## config.mk

```make
export PLATFORM = sky130hd
export DESIGN_NAME = pipeCtrl
export DESIGN_NICKNAME = d
export VERILOG_FILES = /design/src/rtl/ctrlPkg.sv /design/src/rtl/branchResolve.sv /design/src/rtl/forwardUnit.sv /design/src/rtl/instrDecoder.sv /design/src/rtl/pipeCtrl.sv /design/src/rtl/stageReg.sv
export SDC_FILE = /design/constraint.sdc
export NUM_CORES = 1
export LEC_CHECK = 0
export BUFFER_PORTS_ARGS = -buffer_cell sky130_fd_sc_hd__clkbuf_2
export CORE_MARGIN = 2
export CORE_UTILIZATION = 25
export CTS_BUF_LIST = sky130_fd_sc_hd__clkbuf_16
export DETAILED_ROUTE_END_ITERATION = 12
export SYNTH_ARGS = -nofsm -noshare
export SYNTH_HDL_FRONTEND = slang
export SYNTH_SLANG_ARGS = --single-unit
```

## constraint.sdc

```tcl
create_clock -name clk -period 1.8 [get_ports clk]
set_input_delay 0.09 -clock clk [delete_from_list [all_inputs] [get_ports clk]]
set_output_delay 0.09 -clock clk [all_outputs]
set_load 0.005 [all_outputs]
```

## src/rtl/ctrlPkg.sv

```systemverilog
package ctrlPkg;

    //////////////////////////////
    // opcode field, instr[6:2]
    //////////////////////////////
    localparam logic [4:0] OpLoad   = 5'b00000;
    localparam logic [4:0] OpImm    = 5'b00100;
    localparam logic [4:0] OpAuipc  = 5'b00101;
    localparam logic [4:0] OpStore  = 5'b01000;
    localparam logic [4:0] OpReg    = 5'b01100;
    localparam logic [4:0] OpLui    = 5'b01101;
    localparam logic [4:0] OpBranch = 5'b11000;
    localparam logic [4:0] OpJalr   = 5'b11001;
    localparam logic [4:0] OpJal    = 5'b11011;

    // branch funct3
    localparam logic [2:0] F3Beq  = 3'b000;
    localparam logic [2:0] F3Bne  = 3'b001;
    localparam logic [2:0] F3Blt  = 3'b100;
    localparam logic [2:0] F3Bge  = 3'b101;
    localparam logic [2:0] F3Bltu = 3'b110;
    localparam logic [2:0] F3Bgeu = 3'b111;

    //////////////////////////////
    // select encodings
    //////////////////////////////
    typedef enum logic [2:0] {
        ImmI      = 3'd0,
        ImmIshift = 3'd1,   // shamt form
        ImmS      = 3'd2,
        ImmB      = 3'd3,
        ImmU      = 3'd4,
        ImmJ      = 3'd5
    } ImmFmt_t;

    typedef enum logic [3:0] {
        AluAdd   = 4'd0,
        AluSub   = 4'd1,
        AluAnd   = 4'd2,
        AluOr    = 4'd3,
        AluXor   = 4'd4,
        AluSll   = 4'd5,
        AluSrl   = 4'd6,
        AluSra   = 4'd7,
        AluSltu  = 4'd8,
        AluSlt   = 4'd9,
        AluPassB = 4'd11    // lui, b operand straight through
    } AluOp_t;

    typedef enum logic [1:0] {
        FwdNone = 2'd0,
        FwdWb   = 2'd1,
        FwdMem  = 2'd2
    } FwdSel_t;

    typedef enum logic [1:0] {
        WbDmem    = 2'd0,
        WbAlu     = 2'd1,
        WbPcPlus4 = 2'd3
    } WbSel_t;

    //////////////////////////////
    // stage bundles, zero = bubble
    //////////////////////////////
    typedef struct packed {
        AluOp_t     aluOp;
        logic       aSelPc;         // a operand from pc
        logic       bSelImm;        // b operand from imm
        logic       branchUnsigned;
        logic       isBranch;
        logic       isJump;
        logic       isStore;
        logic       regWEn;
        WbSel_t     wbSel;
        logic       usesRs1;
        logic       usesRs2;
        logic [4:0] rs1;
        logic [4:0] rs2;
        logic [4:0] rd;
        logic [2:0] funct3;
    } exBundle_t;

    typedef struct packed {
        logic       isBranch;
        logic       isJump;
        logic       isStore;
        logic       regWEn;
        WbSel_t     wbSel;
        logic [4:0] rd;
        logic [2:0] funct3;
        logic       brEq;   // comparator, sampled in ex
        logic       brLt;
    } memBundle_t;

    typedef struct packed {
        logic       regWEn;
        WbSel_t     wbSel;
        logic [4:0] rd;
    } wbBundle_t;

endpackage

```

## src/rtl/branchResolve.sv

```systemverilog
`timescale 1ns/1ps

module branchResolve (
    input  ctrlPkg::memBundle_t memCtrl,
    input  logic                jumpTaken,   // front end predicted taken
    input  logic          [1:0] flushIn,
    output logic                pcSel,
    output logic                branchResolved,
    output logic                actualTaken,
    output logic                mispredict,
    output logic          [1:0] flushOut
);
    import ctrlPkg::*;

    logic outcome;    // branch condition met

    always_comb begin
        case (memCtrl.funct3)
            F3Beq:          outcome = memCtrl.brEq;
            F3Bne:          outcome = !memCtrl.brEq;
            F3Blt, F3Bltu:  outcome = memCtrl.brLt;   // comparator already signed/unsigned
            F3Bge, F3Bgeu:  outcome = !memCtrl.brLt;
            default:        outcome = 1'b0;
        endcase
    end

    //////////////////////////////
    // redirect decision
    //////////////////////////////
    always_comb begin
        pcSel          = 1'b0;
        branchResolved = 1'b0;
        actualTaken    = 1'b0;
        mispredict     = 1'b0;
        if (memCtrl.isJump) begin
            pcSel = !jumpTaken;     // predicted jumps already fetched the target
        end else if (memCtrl.isBranch) begin
            branchResolved = 1'b1;
            actualTaken    = outcome;
            if (jumpTaken) begin
                // predicted taken, wrong only when not taken
                pcSel      = !outcome;
                mispredict = !outcome;
            end else begin
                pcSel = outcome;
            end
        end
    end

    // redirect kills the two younger stages
    assign flushOut = pcSel ? 2'b11 : flushIn;

endmodule

```

## src/rtl/forwardUnit.sv

```systemverilog
`timescale 1ns/1ps

module forwardUnit (
    input  logic               [4:0] memRd,
    input  logic               [4:0] wbRd,
    input  logic                     memRegWEn,
    input  logic                     wbRegWEn,
    input  ctrlPkg::exBundle_t       exCtrl,
    output ctrlPkg::FwdSel_t         fwdA,
    output ctrlPkg::FwdSel_t         fwdB,
    output ctrlPkg::FwdSel_t         fwdStore,
    output ctrlPkg::FwdSel_t         fwdBranchA,
    output ctrlPkg::FwdSel_t         fwdBranchB
);
    import ctrlPkg::*;

    logic [4:0] rs1Use;   // zero when not read
    logic [4:0] rs2Use;
    FwdSel_t    sel1;
    FwdSel_t    sel2;

    // nearest older writer wins, x0 never forwards
    function automatic FwdSel_t pickSrc(
        input logic [4:0] rs,
        input logic       mWEn,
        input logic [4:0] mRd,
        input logic       wWEn,
        input logic [4:0] wRd
    );
        FwdSel_t sel;
        sel = FwdNone;
        if (rs != 5'd0 && mWEn && mRd == rs)
            sel = FwdMem;
        else if (rs != 5'd0 && wWEn && wRd == rs)
            sel = FwdWb;
        return sel;
    endfunction

    assign rs1Use = exCtrl.usesRs1 ? exCtrl.rs1 : 5'd0;
    assign rs2Use = exCtrl.usesRs2 ? exCtrl.rs2 : 5'd0;

    assign sel1 = pickSrc(rs1Use, memRegWEn, memRd, wbRegWEn, wbRd);
    assign sel2 = pickSrc(rs2Use, memRegWEn, memRd, wbRegWEn, wbRd);

    //////////////////////////////
    // route to the consumer
    //////////////////////////////
    always_comb begin
        fwdA       = FwdNone;
        fwdB       = FwdNone;
        fwdStore   = FwdNone;
        fwdBranchA = FwdNone;
        fwdBranchB = FwdNone;
        if (exCtrl.isBranch) begin
            // comparator only, alu computes pc + imm
            fwdBranchA = sel1;
            fwdBranchB = sel2;
        end else begin
            fwdA = sel1;
            if (exCtrl.isStore)
                fwdStore = sel2;    // rs2 is store data
            else
                fwdB = sel2;
        end
    end

endmodule

```

## src/rtl/instrDecoder.sv

```systemverilog
`timescale 1ns/1ps

module instrDecoder (
    input  logic [31:0]        instr,
    output ctrlPkg::exBundle_t exCtrl,
    output ctrlPkg::ImmFmt_t   immFmt,
    output logic               jumpEarly,
    output logic               branchEarly,
    output logic               idLoad
);
    import ctrlPkg::*;

    logic [4:0] opcode;
    logic [2:0] f3;
    logic       bit30;      // sub / sra select
    logic       live;       // decode is not a bubble
    AluOp_t     arithOp;    // shared by r and i arithmetic

    assign opcode = instr[6:2];
    assign f3     = instr[14:12];
    assign bit30  = instr[30];

    // early flags for the front end
    assign jumpEarly   = (opcode == OpJal);
    assign branchEarly = (opcode == OpBranch);
    assign idLoad      = (opcode == OpLoad);   // for load-use stall

    always_comb begin
        case (f3)
            3'b000:  arithOp = (bit30 && opcode == OpReg) ? AluSub : AluAdd; // no subi
            3'b001:  arithOp = AluSll;
            3'b010:  arithOp = AluSlt;
            3'b011:  arithOp = AluSltu;
            3'b100:  arithOp = AluXor;
            3'b101:  arithOp = bit30 ? AluSra : AluSrl;
            3'b110:  arithOp = AluOr;
            default: arithOp = AluAnd;
        endcase
    end

    //////////////////////////////
    // main decode table
    //////////////////////////////
    always_comb begin
        exCtrl = '0;
        immFmt = ImmI;
        case (opcode)
            OpReg: begin
                exCtrl.aluOp   = arithOp;
                exCtrl.regWEn  = 1'b1;
                exCtrl.wbSel   = WbAlu;
                exCtrl.usesRs1 = 1'b1;
                exCtrl.usesRs2 = 1'b1;
            end
            OpImm: begin
                exCtrl.aluOp   = arithOp;
                exCtrl.bSelImm = 1'b1;
                exCtrl.regWEn  = 1'b1;
                exCtrl.wbSel   = WbAlu;
                exCtrl.usesRs1 = 1'b1;
                if (f3 == 3'b001 || f3 == 3'b101)
                    immFmt = ImmIshift;     // slli srli srai
            end
            OpLoad: begin
                exCtrl.bSelImm = 1'b1;      // address = rs1 + imm
                exCtrl.regWEn  = 1'b1;
                exCtrl.wbSel   = WbDmem;
                exCtrl.usesRs1 = 1'b1;
            end
            OpStore: begin
                exCtrl.bSelImm = 1'b1;
                exCtrl.isStore = 1'b1;
                exCtrl.usesRs1 = 1'b1;
                exCtrl.usesRs2 = 1'b1;      // store data
                immFmt         = ImmS;
            end
            OpBranch: begin
                if (f3[2:1] != 2'b01) begin // 010 and 011 unused
                    exCtrl.isBranch       = 1'b1;
                    exCtrl.aSelPc         = 1'b1;   // target = pc + imm
                    exCtrl.bSelImm        = 1'b1;
                    exCtrl.branchUnsigned = f3[1];  // bltu bgeu
                    exCtrl.usesRs1        = 1'b1;
                    exCtrl.usesRs2        = 1'b1;
                end
                immFmt = ImmB;
            end
            OpJal: begin
                exCtrl.aSelPc  = 1'b1;
                exCtrl.bSelImm = 1'b1;
                exCtrl.isJump  = 1'b1;
                exCtrl.regWEn  = 1'b1;
                exCtrl.wbSel   = WbPcPlus4; // link
                immFmt         = ImmJ;
            end
            OpJalr: begin
                if (f3 == 3'b000) begin
                    exCtrl.bSelImm = 1'b1;
                    exCtrl.isJump  = 1'b1;
                    exCtrl.regWEn  = 1'b1;
                    exCtrl.wbSel   = WbPcPlus4;
                    exCtrl.usesRs1 = 1'b1;
                end
            end
            OpAuipc: begin
                exCtrl.aSelPc  = 1'b1;
                exCtrl.bSelImm = 1'b1;
                exCtrl.regWEn  = 1'b1;
                exCtrl.wbSel   = WbAlu;
                immFmt         = ImmU;
            end
            OpLui: begin
                exCtrl.aluOp   = AluPassB;
                exCtrl.bSelImm = 1'b1;
                exCtrl.regWEn  = 1'b1;
                exCtrl.wbSel   = WbAlu;
                immFmt         = ImmU;
            end
            default: ;  // unknown opcode, bubble
        endcase

        // register numbers only ride with a real instruction
        live = exCtrl.regWEn | exCtrl.isStore | exCtrl.isBranch | exCtrl.isJump;
        if (live) begin
            exCtrl.rs1    = instr[19:15];
            exCtrl.rs2    = instr[24:20];
            exCtrl.funct3 = f3;
            exCtrl.rd     = exCtrl.regWEn ? instr[11:7] : 5'd0;
        end
    end

endmodule

```

## src/rtl/pipeCtrl.sv

```systemverilog
`timescale 1ns/1ps

module pipeCtrl (
    input  logic                   clk,
    input  logic                   rst,
    input  logic            [31:0] instr,        // id
    input  logic                   brEq,         // ex
    input  logic                   brLt,
    input  logic                   jumpTaken,    // mem
    input  logic             [1:0] flushIn,
    // id
    output ctrlPkg::ImmFmt_t       immFmt,
    output logic                   jumpEarly,
    output logic                   branchEarly,
    output logic                   idLoad,
    // ex
    output logic                   branchUnsigned,
    output logic                   aluASel,
    output logic                   aluBSel,
    output ctrlPkg::AluOp_t        aluOp,
    output ctrlPkg::FwdSel_t       fwdA,
    output ctrlPkg::FwdSel_t       fwdB,
    output ctrlPkg::FwdSel_t       fwdStore,
    output ctrlPkg::FwdSel_t       fwdBranchA,
    output ctrlPkg::FwdSel_t       fwdBranchB,
    // mem
    output logic                   dmemWrite,
    output logic             [2:0] funct3,
    output logic                   pcSel,
    output logic                   branchResolved,
    output logic                   actualTaken,
    output logic                   mispredict,
    output logic             [1:0] flushOut,
    // wb
    output logic                   regWEn,
    output ctrlPkg::WbSel_t        wbSel
);
    import ctrlPkg::*;

    exBundle_t  exD;
    exBundle_t  exQ;
    memBundle_t memD;
    memBundle_t memQ;
    wbBundle_t  wbD;
    wbBundle_t  wbQ;

    //////////////////////////////
    // id
    //////////////////////////////
    instrDecoder decoder_i (
        .instr       (instr),
        .exCtrl      (exD),
        .immFmt      (immFmt),
        .jumpEarly   (jumpEarly),
        .branchEarly (branchEarly),
        .idLoad      (idLoad)
    );

    stageReg #(.payload_t(exBundle_t)) exStage (
        .clk   (clk),
        .rst   (rst),
        .flush (flushOut[0]),
        .d     (exD),
        .q     (exQ)
    );

    //////////////////////////////
    // ex
    //////////////////////////////
    assign branchUnsigned = exQ.branchUnsigned;
    assign aluASel        = exQ.aSelPc;
    assign aluBSel        = exQ.bSelImm;
    assign aluOp          = exQ.aluOp;

    forwardUnit fwd_i (
        .memRd      (memQ.rd),
        .wbRd       (wbQ.rd),
        .memRegWEn  (memQ.regWEn),
        .wbRegWEn   (wbQ.regWEn),
        .exCtrl     (exQ),
        .fwdA       (fwdA),
        .fwdB       (fwdB),
        .fwdStore   (fwdStore),
        .fwdBranchA (fwdBranchA),
        .fwdBranchB (fwdBranchB)
    );

    // drop alu-only fields, pick up the compare result
    always_comb begin
        memD.isBranch = exQ.isBranch;
        memD.isJump   = exQ.isJump;
        memD.isStore  = exQ.isStore;
        memD.regWEn   = exQ.regWEn;
        memD.wbSel    = exQ.wbSel;
        memD.rd       = exQ.rd;
        memD.funct3   = exQ.funct3;
        memD.brEq     = brEq;
        memD.brLt     = brLt;
    end

    stageReg #(.payload_t(memBundle_t)) memStage (
        .clk   (clk),
        .rst   (rst),
        .flush (flushOut[1]),
        .d     (memD),
        .q     (memQ)
    );

    //////////////////////////////
    // mem
    //////////////////////////////
    assign dmemWrite = memQ.isStore;
    assign funct3    = memQ.funct3;   // load/store width too

    branchResolve resolve_i (
        .memCtrl        (memQ),
        .jumpTaken      (jumpTaken),
        .flushIn        (flushIn),
        .pcSel          (pcSel),
        .branchResolved (branchResolved),
        .actualTaken    (actualTaken),
        .mispredict     (mispredict),
        .flushOut       (flushOut)
    );

    always_comb begin
        wbD.regWEn = memQ.regWEn;
        wbD.wbSel  = memQ.wbSel;
        wbD.rd     = memQ.rd;
    end

    stageReg #(.payload_t(wbBundle_t)) wbStage (
        .clk   (clk),
        .rst   (rst),
        .flush (1'b0),      // mem instr always retires
        .d     (wbD),
        .q     (wbQ)
    );

    // wb
    assign regWEn = wbQ.regWEn;
    assign wbSel  = wbQ.wbSel;

endmodule

```

## src/rtl/stageReg.sv

```systemverilog
`timescale 1ns/1ps

module stageReg #(
    parameter type payload_t = logic [7:0]
) (
    input  logic     clk,
    input  logic     rst,
    input  logic     flush,   // turn this entry into a bubble
    input  payload_t d,
    output payload_t q
);

    //////////////////////////////
    // one pipeline stage
    //////////////////////////////
    // all-zero payload reads as a bubble in every bundle
    always_ff @(posedge clk) begin
        if (rst || flush) begin
            q <= '0;
        end else begin
            q <= d;     // advance every cycle, no stall
        end
    end

endmodule

```

-- Word level (Yosys, flattened, before mapping)
Cells that the tools add are included.
- register bits: 57
- input port bits: 39
- equality and inequality tests: 24
- multiplexer cells: 43
- bitwise operators: 7
- reductions and logical operators: 33
- operators with widths (kind ; count):
    $pmux W4 S7 ; 1
    $mux W2 ; 11
    $eq A3 B3 Y1 const B ; 7
    $eq A5 B5 Y1 ; 4
    $mux W1 ; 18
    $eq A5 B4 Y1 const B ; 3
    $eq A5 B5 Y1 const B ; 3
    $pmux W3 S5 ; 1
    $reduce_or A2 Y1 ; 7
    $pmux W3 S4 ; 1
    $eq A5 B3 Y1 const B ; 2
    $mux W5 ; 2
    $reduce_bool A5 Y1 ; 2
    $logic_and A1 B1 Y1 ; 9
    $mux W4 ; 2
    $pmux W4 S2 ; 1
    $reduce_or A4 Y1 ; 2
    $eq A3 B1 Y1 const B ; 2
    $eq A3 B2 Y1 const B ; 2
    $logic_not A3 Y1 ; 2
    $pmux W1 S2 ; 3
    $pmux W1 S3 ; 2
    $reduce_or A3 Y1 ; 2
    $reduce_or A6 Y1 ; 1
    other kinds (7) ; 17

-- Longest topological paths before layout
Gate-level depths: netlist of the first run.
- word-level depth: 10
- mapped depth: 9

-- Cells and area by module
A second synthesis of the first run with hierarchy kept.
- cells, all modules: 319
- area total of the unflattened synthesis: 3250.6 um^2
- by module, submodules not included (module ; times used ; cells each ; area an instance (um^2) ; sequential area each (um^2)):
    stageReg at exStage ; 1 ; 74 ; 1148.6 ; 660.6
    instrDecoder ; 1 ; 115 ; 718.2 ; 0.0
    stageReg at memStage ; 1 ; 36 ; 544.3 ; 320.3
    forwardUnit ; 1 ; 61 ; 445.4 ; 0.0
    stageReg at wbStage ; 1 ; 18 ; 282.8 ; 160.2
    branchResolve ; 1 ; 14 ; 107.6 ; 0.0
    pipeCtrl ; 1 ; 1 ; 3.8 ; 0.0

-- Worst setup path before layout of the first run
No wires, ideal clock.
- path type: reg-to-reg
- start: register memStage.q[4] in the netlist's numbering
- end: register memStage.q[10] in the netlist's numbering
- arrival time: 1.857 ns
- setup slack: -0.172 ns
- cell stages (with the launch flop): 10
- buffers on the path: 1
- clock period less this slack: 1.972 ns
- cell sequence: dfxtp_1 -> nor2_1 -> a221oi_1 -> a21o_1 -> ha_1 -> nor3b_2 -> or3_1 -> nor2_2 -> buf_2 -> and2_1
- word-level cells in the longest chain between the ends: 9
- elaborated cells on any way between the ends: 15
- ends and longest elaborated chain (item ; RTL line ; source):
    start, declared ; stageReg.sv:10 ; output payload_t q
    start signal, assigned ; stageReg.sv:19 ; q <= '0;
    start signal, assigned ; stageReg.sv:21 ; q <= d;
    $eq A3 B3 Y1 ; branchResolve.sv:18 ; case (memCtrl.funct3)
    $reduce_or A2 Y1 ; branchResolve.sv:18 ;
    $pmux W1 S4 (*) ; branchResolve.sv:18 ;
    $logic_not A1 Y1 ; branchResolve.sv:42 ; pcSel = !outcome;
    $mux W1 (*) ; branchResolve.sv:40 ; if (jumpTaken) begin
    $mux W1 (*) ; branchResolve.sv:37 ; end else if (memCtrl.isBranch) begin
    $mux W1 (*) ; branchResolve.sv:35 ; if (memCtrl.isJump) begin
    $mux W2 (*) ; branchResolve.sv:51 ; assign flushOut = pcSel ? 2'b11 : flushIn;
    named net memStage.flush ; stageReg.sv:8 ; input logic flush,
    $logic_or A1 B1 Y1 (*) ; stageReg.sv:18 ; if (rst || flush) begin
Mark *: on every way through the listed nets, which the timed path passes. The rest lies on a longest branch.
A chain may end at the register's enable or synchronous reset.

-- Worst setup path in the final report of the first run
- start: register memStage.q[4] in the netlist's numbering
- end: output port flushOut[1]
- word-level cells in the longest chain between the ends: 8
- elaborated cells on any way between the ends: 14
- ends and longest elaborated chain (item ; RTL line ; source):
    $eq A3 B3 Y1 ; branchResolve.sv:18 ;
    $reduce_or A2 Y1 ; branchResolve.sv:18 ;
    $pmux W1 S4 (*) ; branchResolve.sv:18 ;
    $logic_not A1 Y1 ; branchResolve.sv:42 ;
    $mux W1 (*) ; branchResolve.sv:40 ;
    $mux W1 (*) ; branchResolve.sv:37 ;
    $mux W1 (*) ; branchResolve.sv:35 ;
    $mux W2 (*) ; branchResolve.sv:51 ;
    end, declared ; pipeCtrl.sv:33 ; output logic [1:0] flushOut,
Every way passes the cells marked *; elsewhere a longest branch is shown, timed or not.

==> results of run 1 <==
[through the flow]
stage / cell area (um2) / setup TNS (ps) / setup WS, ps / total power [mW]
after floorplan: 2520 / -974 / -81.2 / 1.44
after detailed placement: 3010 / -4940 / -188 / 1.53
after global placement: 3010 / -3160 / -139 / 1.52
final: 3800 / -6430 / -292 / 3.14
after CTS: 3580 / -7580 / -283 / 3.15
after global routing: 3800 / -11490 / -357 / 3.28
[cell usage in the layout, fill, tap and decap left out, drive strengths merged, types with 3 or more instances in the layout]
master	Yosys	layout
a21boi	3	3
a21o	3	3
a21oi	11	11
and2	23	23
and3	5	5
buf	17	24
clkbuf	3	73
clkinv	0	3
dfxtp	57	57
dlygate4sd3	0	17
inv	4	7
nand2	24	24
nand2b	4	4
nand3b	3	3
nand4	3	3
nor2	27	27
nor2b	13	13
nor3	6	6
nor4	8	8
o211ai	3	3
o21ai	8	8
or3	3	3
or4	3	3
xnor2	9	9
xor2	7	7
[where the power goes]
group | switching (mW) | total (mW) | internal (mW) | leakage (nW)
combinational | 0.144 | 0.284 | 0.140 | 1.01
sequential | 0.0138 | 1.29 | 1.28 | 0.469
clock | 0.526 | 1.57 | 1.04 | 0.150
total | 0.684 | 3.14 | 2.46 | 1.63
[registers in the layout, summed over array words and instances (netlist names)]
register / count
exStage.q: 33
memStage.q: 16
wbStage.q: 8
[worst register-to-register path, delay by kind of cell, from the launching register on]
kind,cells,cell delay [ps]
and+or+nand+nor,4,790
AOI/OAI and AO/OA,3,440
DFF,1,360
adders and majority gates,1,280
buffers and inverters,1,120
[per-layer routing]
metal  vias to the layer above  GRT usage [%]  wire length, um
li1                       1116              -                -
met1                      1020           14.2             2740
met2                        59           19.3             2980
met3                        15           4.34              397
met4                         0           5.79              149
met5                         -              0                0
[what timing repair did]
item                                   4_1_cts  5_1_grt
endpoints found under the hold margin       17        0
gates resized for setup                     24       60
pin swaps                                   13       18
buffers inserted                             5        3
hold buffers                                17        0
setup endpoints to repair                   56       62
[area by class of cell]
class                   instances  area [um2]
clock buffers                   9         225
clock inverters                 7        55.1
fillers                       985        5930
inverters                       4        15.0
multi-input cells             191        1470
flip-flops and latches         57        1170
well taps                     133         166
repair buffers                105         702
[path summary, 6_finish.rpt]
path                    end  slack (ps)
min           exStage.q[31]          60
min reg2reg  memStage.q[10]         430
max             flushOut[1]        -290
max reg2reg    exStage.q[6]        -250
[cell usage after synthesis, drive strengths merged, types with 4 or more instances]
cell	count	area share [%]
nor2b	13	3.6
buf	17	4.8
dfxtp	57	46
and3	5	1.3
inv	4	0.60
nand2	24	3.6
nand2b	4	1.0
nor2	27	5.2
o21ai	8	1.6
nor4	8	2.6
xor2	7	2.5
a21oi	11	2.4
xnor2	9	3.2
nor3	6	1.2
and2	23	5.8
[kinds of logic after synthesis]
group,Yosys count,synth area share (%)
AND/OR/NAND/NOR,135,31.9
adder cells (fa/ha/maj),1,0.503
flip-flops,57,45.9
AO/OA/AOI/OAI,39,10.2
buffers and inverters,24,5.88
XOR/XNOR,16,5.63
==> results by group, run 1 <==
Status
  – Outcome: complete, but fails checks
  – Failing checks: negative setup slack

Detailed routing
  – Via density: 4.37
  – DRT Pass-1 Iters: 4
  – Remaining DRCs: 0
  – DRT antenna net count: 0
  – Iter 0 DRT Violations: 75
  – Final WL: 6270 um
  – Wire length per cell: 12.4 um
  – Vias: 2,210

STA
  – Slew Limit Fails: 0
  – Slew headroom: 68.2%
  – Max Freq: 478 MHz
  – Tcrit/Tclk final: 116%
  – Worst-margin pin slew: 475 ps
  – RSZ-0062 raised after global routing: yes
  – Hold_ws: 62.9 ps
  – Final hold violation count: 0
  – Post-route setup slack: -292 ps
  – Worst Skew: 5.62 ps
  – Final setup viols: 54
  – Fin crit period: 2090 ps

Logic synthesis
  – Post-synth top flop: dfxtp_1
  – EDFF count, synth: 0
  – Yosys reg bits: 57
  – Net Count, Synth: 312
  – Ys async rst share: 0%
  – Yosys cell types: 51
  – Cell area after synthesis: 0.00249 mm2
  – Synthesized instance count: 272
  – Yosys warnings: 0
  – Syn_area_per_cell: 9.14 um2
  – Register area share after synthesis: 45.9%

Global routing
  – Total grt overflow: 0
  – Number of global-route vias before repair: 2,161
  – First-pass GRT wire length: 10,400 um
  – Global Route Usage Sum: 12.0%
  – Initial antenna violation count: 0
  – Largest net degree at the start of global routing: 17

Floorplan
  – Initial cell density of the core: 25.6%
  – Die area: 0.0108 mm2
  – DIE WIDTH: 104 um
  – Core area: 0.00973 mm2
  – Die height: 104 um
  – Cell row count: 36
  – Top-Level Pins: 75

Power
  – Pleak: 1.63 nW
  – Max IR drop VDD: 0.000514 V
  – Pwr dens: 828 mW/mm2

Final layout
  – Finished Layout Cells: 506
  – Share of layout cells above drive strength 1: 46.6%
  – Diode count: 0
  – Post-layout util: 39.0%
  – Nets: 408
  – Area Growth Syn to Fin: 52.7%

Setup path
  – Crit path max-delay family: simple AND/OR/NAND/NOR gates
  – Worst setup SP type: flip-flop
  – CP arrival: 2000 ps
  – Critical path depth: 8
  – CP max stage delay: 400 ps
  – CP Cell Sequence: nor2_2, a221oi_2, a21o_1, ha_4, nor3b_4, or3_4, buf_4, clkbuf_2
  – Critical path data required time: 1710 ps
  – WS Path Type: flip-flop to primary output
  – Crit Path Max Fanout: 5
  – R2R depth: 9
  – Reg2reg start: memStage.q[4]
  – Worst path bufs/invs: 2
  – CP max stage cell: or3_4
  – Worst Setup End Kind: primary output
  – Beginning of the critical path: memStage.q[4]

CTS
  – # clock sinks: 57
  – Clk slew on worst S/H paths: 50 ps
  – Clock latency on the worst-skew pair: 320 ps
  – Total CTS buffers: 9
  – CTS tree: built
  – H-tree depth: 3
  – CTS root buf: clkbuf_16
  – CTS max path bufs: 2

Placement
  – Placer Congestion: 0.770
  – Port bufs: 66
  – Post-DP HPWL: 4690 um
  – DP Cell Count: 466

Job
  – MaxCap Viol Count: 0

Hold path
  – Worst hold stages: 2
  – Hold crit path type: primary input to flip-flop
  – Worst Min Path Start: instr[13]
(Power assumes the default switching activity.)
==> run 2: changes to the inputs <==
--- a/config.mk
+++ b/config.mk
@@ -8,7 +8,7 @@
 export BUFFER_PORTS_ARGS = -buffer_cell sky130_fd_sc_hd__clkbuf_2
 export CORE_MARGIN = 2
 export CORE_UTILIZATION = 25
-export CTS_BUF_LIST = sky130_fd_sc_hd__clkbuf_16
+export CTS_BUF_LIST = sky130_fd_sc_hd__clkbuf_8 sky130_fd_sc_hd__clkbuf_16
 export DETAILED_ROUTE_END_ITERATION = 12
 export SYNTH_ARGS = -nofsm -noshare
 export SYNTH_HDL_FRONTEND = slang
==> run 2 against run 1 <==
Compared with the run above:
- the flow still finishes with violations (negative setup slack)
- sequential power barely moved
- routed wire length grew 1.0%
- flip-flop and latch count unchanged
- register-to-register slack barely moved
- combinational power barely moved
- worst hold slack worse by 17 ps
- maximum frequency up 0.32%
- total power is 14% lower
- count of clock-buffer cells in the layout rose by 1
- global-route usage barely moved
- via count rose by 0.32%
- cell area down 2.5%
- critical endpoint unchanged
- largest power group is now sequential cells
==> results by group, run 2 (synthesized netlist as in run 1, its figures left out) <==
Status
  – Outcome: complete, but fails checks
  – Failing checks: negative setup slack

Global routing
  – Number of global-route vias before repair: 2,157 (-0.19%)
  – First-pass GRT wire length: 10,400 um (unchanged)
  – Largest net degree at the start of global routing: 17 (unchanged)
  – Global Route Usage Sum: 12.0% (about the same)
  – Initial antenna violation count: 0 (unchanged)
  – Total grt overflow: 0 (unchanged)

Final layout
  – Finished Layout Cells: 506 (unchanged)
  – Share of layout cells above drive strength 1: 46.9% (+0.27 points)
  – Most frequent cells in the layout: clkbuf_2 (64), dfxtp_1 (42), and2_1 (20)
  – Area Growth Syn to Fin: 48.9%
  – Diode count: 0 (unchanged)
  – Nets: 408 (unchanged)
  – Top reg by flops: exStage.q
  – Post-layout util: 38.1% (-0.96 points)
  – Final instance area: 0.00370 mm2 (-2.5%)
  – Commonest non-fill, non-tap cell in the layout: clkbuf_2
  – Largest registers: exStage.q x33, memStage.q x16, wbStage.q x8
  – Max reg flops: 33 (unchanged)

CTS
  – CTS tree: built
  – Clk slew on worst S/H paths: 60 ps (about the same)
  – H-tree depth: 3 (unchanged)
  – # clock sinks: 57 (unchanged)
  – Total CTS buffers: 9 (unchanged)
  – CTS root buf: clkbuf_8
  – Clock latency on the worst-skew pair: 330 ps (about the same)
  – CTS max path bufs: 2 (unchanged)

STA
  – RSZ-0062 raised after global routing: yes
  – Worst Skew: 7.66 ps (+2.04 ps)
  – Slew headroom: 68.5% (+0.30 points)
  – Hold_ws: 46.2 ps (-16.7 ps)
  – Setup TNS: -7670 ps (-1240 ps)
  – Post-route setup slack: -285 ps (+6.68 ps)
  – Fin crit period: 2090 ps (-6.68 ps)
  – Slew Limit Fails: 0 (unchanged)
  – Worst-margin pin slew: 470 ps (-4.44 ps)
  – Final hold violation count: 0 (unchanged)
  – Tcrit/Tclk final: 116% (-0.37 points)
  – Final setup viols: 55 (+1.9%)
  – Max Freq: 480 MHz (+0.32%)

Floorplan
  – Core area: 0.00973 mm2 (unchanged)
  – Initial cell density of the core: 25.6% (unchanged)
  – Top-Level Pins: 75 (unchanged)
  – DIE WIDTH: 104 um (unchanged)
  – Cell row count: 36 (unchanged)
  – Die area: 0.0108 mm2 (unchanged)
  – Die height: 104 um (unchanged)

Detailed routing
  – Final WL: 6330 um (+1.0%)
  – Via density: 4.38 (+0.32%)
  – Remaining DRCs: 0 (unchanged)
  – DRT Pass-1 Iters: 4 (unchanged)
  – DRT antenna net count: 0 (unchanged)
  – Iter 0 DRT Violations: 69 (-8.0%)
  – Vias: 2,217 (+0.32%)
  – Wire length per cell: 12.5 um (+1.0%)

Setup path
  – Worst setup SP type: flip-flop
  – WS Path Type: flip-flop to primary output
  – CP arrival: 2000 ps (about the same)
  – Worst Setup End Kind: primary output
  – Critical path data required time: 1710 ps (about the same)
  – Crit Path Max Fanout: 5 (unchanged)

Hold path
  – Hold crit path type: primary input to flip-flop

Placement
  – DP Cell Count: 466 (unchanged)
  – Dpl cell area: 0.00301 mm2 (unchanged)
  – Post-Place Worst Slack: -188 ps (unchanged)
  – Port bufs: 66 (unchanged)
  – Post-DP HPWL: 4690 um (unchanged)
  – Placer Congestion: 0.770 (unchanged)

Job
  – MaxCap Viol Count: 0 (unchanged)

Power
  – Pwr dens: 731 mW/mm2 (-12%)
  – Int Power: 2.07 mW (-16%)
  – Pleak: 1.59 nW (-2.5%)
  – Max IR drop VDD: 0.000309 V (-40%)
  – Sw Share: 23.5% (+1.7 points)
  – Logic gate share of total power: 10.5% (+1.5 points)
  – P_sw: 635 uW (-7.2%)
  – Clock Power Share: 41.9% (-8.0 points)
  – Tot Pwr: 2.71 mW (-14%)
  – Sequential Power Share: 47.6% (+6.5 points)
-- run 2: cell count changes in the layout (fill, tap and decap cells not counted) --
cell,change
buf_6,+1
nor2_4,-1
clkinv_1,-1
nor2_2,+2
buf_4,-1
clkbuf_16,-9
clkbuf_8,+10
nor2_1,-1
o21ai_2,-1
o21ai_1,+1
-- run 2: cell type report --
type                       instances  area, um2
fill                             998       6030
multi-input combinational        191       1460
sequential                        57       1170
timing repair buffer             105        706
tap                              133        166
clock buffer                      10        138
clock inverter                     6       51.3
inverter                           4       15.0
-- run 2: critical path, stage by stage, from the launching register on --
cell and delay [ps]:
dfxtp_4 360, nor2_2 120, a221oi_2 60, a21o_1 190, ha_4 280, nor3b_4 40, or3_4 400, buf_6 120
clkbuf_2 100
-- run 2: final timing paths --
kind	to	startpoint	cells past startpoint	slack, ps
worst min-delay path	exStage.q[31]	instr[13]	2	50
worst min register to register	memStage.q[7]	exStage.q[5]	1	430
worst max register to register	exStage.q[6]	memStage.q[4]	9	-260
worst max-delay path	flushOut[1]	memStage.q[4]	8	-290
-- run 2: timing repair --
item | CTS | global route
resized for setup | 30 | 54
buffers inserted | 6 | 2
setup endpoints to repair | 56 | 62
hold buffers | 17 | 0
endpoints found under the hold margin | 17 | 0
pin swaps | 15 | 14
-- run 2: metal layers --
| layer | part of all wire, % | vias up | global-route usage, % |
|---|---|---|---|
| met3 | 6.7 | 8 | 4.41 |
| met1 | 44 | 1023 | 14.2 |
| met2 | 48 | 73 | 19.3 |
| met4 | 1.4 | 0 | 5.89 |
| li1 | - | 1113 | - |
| met5 | 0 | - | 0 |
-- run 2: power groups by stage --
stage	combinational, mW	clock [mW]	sequential (mW)
floorplan	0.129	0	1.31
global placement	0.207	0	1.32
detailed placement	0.210	0	1.32
CTS	0.261	1.17	1.29
global route	0.313	1.22	1.29
finish	0.284	1.13	1.29
